===== config.mk =====
export PLATFORM = sky130hd
export DESIGN_NAME = csa_search_top
export DESIGN_NICKNAME = d
export VERILOG_FILES = /design/src/hdl/csa_cfg_pkg.sv /design/src/hdl/csa_job_pkg.sv /design/src/hdl/csa_search_top.sv /design/src/hdl/iter_ring.sv /design/src/hdl/stream_round.sv /design/src/hdl/ck_derive.sv /design/src/hdl/job_admit.sv
export SDC_FILE = /design/constraint.sdc
export NUM_CORES = 2
export LEC_CHECK = 0
export BUFFER_PORTS_ARGS = -buffer_cell sky130_fd_sc_hd__buf_4
export CORE_MARGIN = 4
export CORE_UTILIZATION = 54
export CTS_CLUSTER_DIAMETER = 150
export DETAILED_ROUTE_END_ITERATION = 8
export PLACE_DENSITY = 0.75
export REMOVE_ABC_BUFFERS = 1
export SYNTH_ARGS = -nofsm -noshare
export SYNTH_HDL_FRONTEND = slang
export SYNTH_HIERARCHICAL = 1
export SYNTH_SLANG_ARGS = --single-unit

===== constraint.sdc =====
create_clock -name clk -period 7.5 [get_ports clk]
set_clock_uncertainty 0.05 [all_clocks]
set_input_delay 0 -clock clk [delete_from_list [all_inputs] [get_ports clk]]
set_output_delay 0 -clock clk [all_outputs]
set_load 0.005 [all_outputs]

===== src/hdl/csa_cfg_pkg.sv =====
package csa_cfg_pkg;

	// field widths
	localparam int COUNT_W = 32; // times, start and left
	localparam int TAG_W = 32;
	localparam int SEED_W = 48;
	localparam int WORD_W = 64; // control word and cipher word

	// ring timing
	localparam int RING_DEPTH = 8; // cycles per pass
	localparam int CIPHER_STAGES = RING_DEPTH - 1; // key stage takes the other cycle

	// fixed stream constant fed to every sub-round
	localparam logic [WORD_W-1:0] SB_CONST = 64'hE613_DB6D_C11C_4524;

endpackage

===== src/hdl/csa_job_pkg.sv =====
package csa_job_pkg;

	import csa_cfg_pkg::*;

	typedef logic [COUNT_W-1:0] count_t;
	typedef logic [TAG_W-1:0] tag_t;
	typedef logic [SEED_W-1:0] seed_t;
	typedef logic [WORD_W-1:0] word_t;

	// one ring slot
	typedef struct packed {
		logic valid; // slot occupied
		tag_t tag;
		seed_t seed;
		count_t times;
		count_t start;
		count_t left; // passes still to run, current one included
		word_t cb; // last cipher word
	} job_t;

	// retired job
	typedef struct packed {
		tag_t tag;
		seed_t seed;
		count_t times;
		count_t start;
		word_t result;
	} result_t;

endpackage


===== src/hdl/csa_search_top.sv =====
`timescale 1ns/1ns

module csa_search_top (
	input logic clk,
	input logic rst_n,
	input logic fifo_ready_i,
	input csa_job_pkg::job_t fifo_job_i,
	output logic fifo_ren_o,
	output logic result_valid_o,
	output csa_job_pkg::result_t result_o
);

	import csa_job_pkg::*;

	job_t admit_job;
	job_t entry_job;
	job_t derived_job;
	word_t ck;
	word_t cb;
	logic slot_free;

	job_admit u_job_admit (
		.clk(clk),
		.rst_n(rst_n),
		.fifo_ready_i(fifo_ready_i),
		.fifo_job_i(fifo_job_i),
		.slot_free_i(slot_free),
		.fifo_ren_o(fifo_ren_o),
		.admit_job_o(admit_job)
	);

	iter_ring u_iter_ring (
		.clk(clk),
		.rst_n(rst_n),
		.admit_job_i(admit_job),
		.derived_job_i(derived_job),
		.cb_i(cb),
		.entry_job_o(entry_job),
		.slot_free_o(slot_free),
		.result_valid_o(result_valid_o),
		.result_o(result_o)
	);

	// first ring stage
	ck_derive u_ck_derive (
		.clk(clk),
		.rst_n(rst_n),
		.job_i(entry_job),
		.job_o(derived_job),
		.ck_o(ck)
	);

	// remaining ring stages
	stream_round u_stream_round (
		.clk(clk),
		.rst_n(rst_n),
		.ck_i(ck),
		.cb_o(cb)
	);

endmodule


===== src/hdl/iter_ring.sv =====
`timescale 1ns/1ns

module iter_ring (
	input logic clk,
	input logic rst_n,
	input csa_job_pkg::job_t admit_job_i,
	input csa_job_pkg::job_t derived_job_i,
	input csa_job_pkg::word_t cb_i,
	output csa_job_pkg::job_t entry_job_o,
	output logic slot_free_o,
	output logic result_valid_o,
	output csa_job_pkg::result_t result_o
);

	import csa_cfg_pkg::*;
	import csa_job_pkg::*;

	job_t pipe_q [CIPHER_STAGES]; // tracks the cipher pipeline
	job_t end_job;
	job_t recirc_job;
	logic retire;
	logic recirc;

	assign end_job = pipe_q[CIPHER_STAGES-1];

	// ring end decision
	assign retire = end_job.valid && (end_job.left <= count_t'(1));
	assign recirc = end_job.valid && !retire;
	assign slot_free_o = !recirc; // empty or leaving

	always_comb begin
		recirc_job = end_job;
		recirc_job.left = end_job.left - count_t'(1);
		recirc_job.cb = cb_i;
	end

	// circulating jobs keep their slot
	assign entry_job_o = recirc ? recirc_job : admit_job_i;

	always_ff @(posedge clk) begin
		if (!rst_n) begin
			for (int k = 0; k < CIPHER_STAGES; k++) begin
				pipe_q[k].valid <= 1'b0;
			end
			result_valid_o <= 1'b0;
		end else begin
			pipe_q[0] <= derived_job_i;
			for (int k = 1; k < CIPHER_STAGES; k++) begin
				pipe_q[k] <= pipe_q[k-1];
			end
			result_valid_o <= retire; // single cycle pulse
		end
	end

	always_ff @(posedge clk) begin
		if (retire) begin
			result_o <= '{
				tag: end_job.tag,
				seed: end_job.seed,
				times: end_job.times,
				start: end_job.start,
				result: cb_i
			};
		end
	end

endmodule


===== src/hdl/stream_round.sv =====
`timescale 1ns/1ns

module stream_round (
	input logic clk,
	input logic rst_n,
	input csa_job_pkg::word_t ck_i,
	output csa_job_pkg::word_t cb_o
);

	import csa_cfg_pkg::*;
	import csa_job_pkg::*;

	word_t stage_q [CIPHER_STAGES];

	// rotate left one byte, then mix in the stream constant
	function automatic word_t sub_round(input word_t x);
		word_t rot;
		rot = {x[WORD_W-9:0], x[WORD_W-1:WORD_W-8]};
		return rot ^ SB_CONST;
	endfunction

	always_ff @(posedge clk) begin
		if (!rst_n) begin
			for (int k = 0; k < CIPHER_STAGES; k++) begin
				stage_q[k] <= '0;
			end
		end else begin
			stage_q[0] <= sub_round(ck_i);
			for (int k = 1; k < CIPHER_STAGES; k++) begin
				stage_q[k] <= sub_round(stage_q[k-1]); // one job per stage
			end
		end
	end

	assign cb_o = stage_q[CIPHER_STAGES-1];

endmodule


===== src/hdl/ck_derive.sv =====
`timescale 1ns/1ns

module ck_derive (
	input logic clk,
	input logic rst_n,
	input csa_job_pkg::job_t job_i,
	output csa_job_pkg::job_t job_o,
	output csa_job_pkg::word_t ck_o
);

	import csa_job_pkg::*;

	count_t loops;
	logic first_pass;
	word_t ck_d;

	always_comb begin
		loops = job_i.times - job_i.left;
		// single pass jobs enter with left forced to 1
		first_pass = (loops == job_i.start) || (job_i.times == job_i.start);
		if (first_pass) begin
			ck_d = word_t'(job_i.seed) ^ word_t'(loops); // seed based
		end else begin
			ck_d = job_i.cb ^ word_t'(loops); // chain from last pass
		end
	end

	always_ff @(posedge clk) begin
		if (!rst_n) begin
			job_o.valid <= 1'b0;
		end else begin
			job_o <= job_i;
		end
	end

	always_ff @(posedge clk) begin
		ck_o <= ck_d;
	end

endmodule


===== src/hdl/job_admit.sv =====
`timescale 1ns/1ns

module job_admit (
	input logic clk,
	input logic rst_n,
	input logic fifo_ready_i,
	input csa_job_pkg::job_t fifo_job_i,
	input logic slot_free_i,
	output logic fifo_ren_o,
	output csa_job_pkg::job_t admit_job_o
);

	import csa_job_pkg::*;

	logic run_q;
	count_t span;

	// admission opens one cycle after reset is released
	always_ff @(posedge clk) begin
		if (!rst_n) begin
			run_q <= 1'b0;
		end else begin
			run_q <= 1'b1;
		end
	end

	assign span = fifo_job_i.times - fifo_job_i.start;

	// fwft fifo pops in the cycle the job is taken
	assign fifo_ren_o = run_q && fifo_ready_i && slot_free_i;

	always_comb begin
		admit_job_o = '0; // empty slot
		if (fifo_ren_o) begin
			admit_job_o = fifo_job_i;
			admit_job_o.valid = 1'b1;
			admit_job_o.left = (span == '0) ? count_t'(1) : span; // at least one pass
			admit_job_o.cb = '0;
		end
	end

endmodule


Word-level counts from Yosys, hierarchy flattened
Memories as Yosys holds them, arrays and structs flattened.
Cells that the tools add are included.
{"block": "totals", "mem_count": 2, "ram_bits": 2135, "in_bits": 244, "regBits": 515}
{"block": "op_classes", "addsub": 3, "n_mux": 20, "order_cmp": 1, "bitwise": 23, "eq_ne": 2, "reduce_logical": 8}
{"name": "u_iter_ring.pipe_q", "depth": 7, "width": 241, "rd": 7, "rd_ports_with_merged_regs": 0, "write_ports": 7, "line_no": "iter_ring.sv:18", "text": "job_t pipe_q [CIPHER_STAGES];"}
{"name": "u_stream_round.stage_q", "depth": 7, "width": 64, "rd": 7, "rd_ports_with_merged_regs": 0, "write_ports": 7, "line_no": "stream_round.sv:13", "text": "word_t stage_q [CIPHER_STAGES];"}
{"operator": "64-bit two-way mux", "count": 8}
{"operator": "241-bit two-way mux", "count": 2}
{"operator": "30-bit inverter", "count": 7}
{"operator": "32-bit equality test", "count": 2}
{"operator": "32-bit subtractor", "count": 2}
{"operator": "64-bit by 32-bit bitwise XOR with 64-bit output", "count": 1}
{"operator": "48-bit by 32-bit bitwise XOR with 48-bit output", "count": 1}
{"operator": "32-bit by 1-bit less-or-equal comparator with 1-bit output, second input constant", "count": 1}
{"operator": "32-bit logical NOT", "count": 1}
{"operator": "32-bit two-way mux", "count": 1}
{"operator": "32-bit by 1-bit subtractor with 32-bit output, second input constant", "count": 1}
{"operator": "1-bit bitwise OR", "count": 14}
{"operator": "1-bit two-way mux", "count": 9}
{"operator": "1-bit logical AND", "count": 4}
{"operator": "1-bit logical NOT", "count": 2}
{"operator": "1-bit logical OR", "count": 1}

Depth between registers and ports, before layout
An unclocked memory read counts as a cell.
{"block": "depth", "word_depth": 13, "mapped_depth": 30, "depth_no_buf": 28}

Hierarchy
Netlist, hierarchy kept.
{"mod": "iter_ring", "instances": 1, "seq_area_each_um2": 43401.6, "area_each_um2": 46968.8, "cells_per_inst": 1854}
{"mod": "ck_derive", "instances": 1, "seq_area_each_um2": 8508.2, "area_each_um2": 12379.4, "cells_per_inst": 841}
{"mod": "stream_round", "instances": 1, "seq_area_each_um2": 8968.6, "area_each_um2": 12014.0, "cells_per_inst": 945}
{"mod": "job_admit", "instances": 1, "seq_area_each_um2": 20.0, "area_each_um2": 3890.0, "cells_per_inst": 618}

Worst setup path before layout
OpenSTA, ideal clock, no wires.
{"block": "synth_path", "path_kind": "register to register", "startpoint": "memory u_iter_ring/pipe_q[0][1531] in the netlist's numbering", "endpoint": "register u_iter_ring/result_o[0] (netlist name)", "setup_slack_ps": 414, "arrival_ps": 6442, "period_less_slack_ps": 7086, "setup_time_ps": 594, "stages_incl_launch_ff": 5, "n_path_buf": 0, "t_required_ps": 6856, "path_cell_list": "edfxtp_1 -> or4_4 -> or4_4 -> nor4_1 -> and2_1"}
{"item": "from (decl)", "line_no": "iter_ring.sv:18"}

==> run metrics <==
DP HPWL 94900 um; fin crit period 7.18 ns; drc violations 0; IO Count 454; max-slew violations 0; Slew HR 30.3%; post-detailed-route count of antenna-violating nets 0; initial core utilization 54.7%; GRT overflow 0; Worst Path Class, Setup reg2reg; Net Sw Power 5.51 mW; CP endpoint kind flip-flop; Crit path required time 8.17 ns; total clock sinks 2138; Layout Utilization 64.4%; wire per inst 22.0 um; Least-Margin Pin Slew 1.05 ns; Reg2Reg Setup Slack 0.32 ns; Fin Hold WS 0.0651 ns; die height 377 um; Final Hold Fails 0; initial antenna violation count 12; first-pass GRT wire length 218000 um; Leak Pwr 32.4 nW; Net count, final 5147; placed instance count 6257; Syn Inst Count 4194; Post-Place Worst Slack 0.279 ns; die width 377 um; Total Die Area 0.142 mm2; post-route worst setup slack 0.320 ns; Max Cap Viol 0; TritonCTS Buffers 197; Power Internal 20.1 mW; H-tree levels 4; clock root cell clkbuf_16; Final GP Congestion 0.879; largest vdd supply drop 0.214 mV; core area 0.134 mm2; Post-Syn Area 0.0733 mm2; Syn. warnings 6; Via density 5.23; Iteration-0 DRC Markers 3728; crit-path max FO 61; Tot GR Track Use 20.8%; period utilization 95.7%; DR pass1 iterations 5; via count 35500; pwr/cell area 297 mW/mm2; Min-Delay Path Class in2reg; vias in the first global route 35043; Area Overhead vs Synth 17.8%; status completed; share of cells above drive strength 1 19.8%; startpoint types flip-flop; Clk pwr share 40.3%; crit path DAT 7.85 ns; Mean Syn Cell Area 17.5 um2; switch share 21.5%; CTS tree done; largest net degree at the start of global routing 220; CTS Buffer Depth 3; Worst-path clk slew 0.06 ns; number of fill cells in the layout 9043; most common cell after layout, fill and taps aside edfxtp_1; Comb power frac 6.1%; Clock Latency Late Sink 0.80 ns; FMAX 0.139 GHz; number of core rows 134; final WL 149000 um; Post-Layout Cell Count 6784; Final setup viols 0; Port Buffers 356; Flop pwr share 53.6%; most frequent cells in the layout edfxtp_1 (1616), dfxtp_1 (522), buf_4 (420)
-- timing repair --
item,4_1_cts,5_1_grt
endpoints found under the hold margin,362,1
hold buffers,143,1
gates resized for setup,0,11
endpoints found under the setup margin,0,61
setup buffers,0,2
-- worst paths after layout --
check	start	depth (start not counted)	to
worst min-delay path	fifo_ready_i	6	u_ck_derive/job_o[95]$_DFFE_PP_
worst max-delay path	u_iter_ring/pipe_q[0][1513]$_DFFE_PP_	25	u_ck_derive/ck_o[0]$_DFF_P_
worst max register to register	u_iter_ring/pipe_q[0][1513]$_DFFE_PP_	25	u_ck_derive/ck_o[0]$_DFF_P_
worst min register to register	u_ck_derive/ck_o[6]$_DFF_P_	1	u_stream_round/stage_q[0][14]$_SDFF_PN0_
-- per-stage QoR --
stage          power [mW]  setup TNS, ns  instance area [um2]
2_1_floorplan        14.7       -2154.43                72300
3_3_place_gp         15.4              0                78100
3_5_place_dp         15.5              0                78100
4_1_cts              25.9              0                86300
5_1_grt              26.6       -0.00759                86400
6_report             25.6              0                86400
-- critical path, cell delays in order (launching register included) --
cell and delay [ns]:
edfxtp_1 0.46, or4_1 0.66, or2_2 0.40, o41ai_4 0.42, nand3_2 0.15, buf_6 0.29
inv_4 0.26, buf_12 0.22, buf_4 0.21, and2_1 0.14, mux2_2 0.19, ha_1 0.32
a21oi_1 0.24, o22ai_1 0.17, or2_2 0.35, a211oi_1 0.43, xnor2_1 0.18, o311a_1 0.23
nand4_1 0.10, nor4_1 0.34, buf_4 0.20, a41oi_4 0.19, buf_12 0.24, buf_12 0.18
mux2i_1 0.21, xor2_1 0.19
-- state kept, by name, indices dropped and copies added, names as in the netlist --
signal	count
u_ck_derive/ck_o	64
u_ck_derive/job_o	177
u_iter_ring/pipe_q	1239
u_iter_ring/result_o	208
u_iter_ring/result_valid_o	1
u_job_admit/run_q	1
u_stream_round/stage_q	448
-- layout make-up --
class	count	area, um2	area share (%)
Clock inverter	117	1470	1.70
Sequential cell	2138	59000	68.2
Inverter	88	333	0.385
Timing Repair Buffer	584	4980	5.76
Clock buffer	256	5370	6.21
Tap cell	1768	2210	2.56
Multi-Input combinational cell	1826	13100	15.1
Antenna cell	7	17.5	0.0203
-- routing by layer --
metal / share of wire [%] / wire length [um] / vias up / track usage (%)
met5: 0.027 / 41 / - / 0
met1: 44 / 66200 / 17731 / 29.9
met2: 46 / 69300 / 1129 / 32.2
met4: 2.9 / 4390 / 6 / 6.77
li1: - / - / 16395 / -
met3: 6.4 / 9500 / 239 / 4.21
-- power by group through the flow --
stage / combinational (mW) / sequential, mW / clock (mW)
final: 1.57 / 13.7 / 10.3
after global routing: 1.70 / 13.8 / 11.1
after CTS: 1.57 / 13.7 / 10.6
after detailed placement: 1.49 / 14.0 / 0
after global placement: 1.47 / 13.9 / 0
after floorplan: 0.793 / 13.9 / 0
No activity file was read; power rests on OpenSTA's default activity.
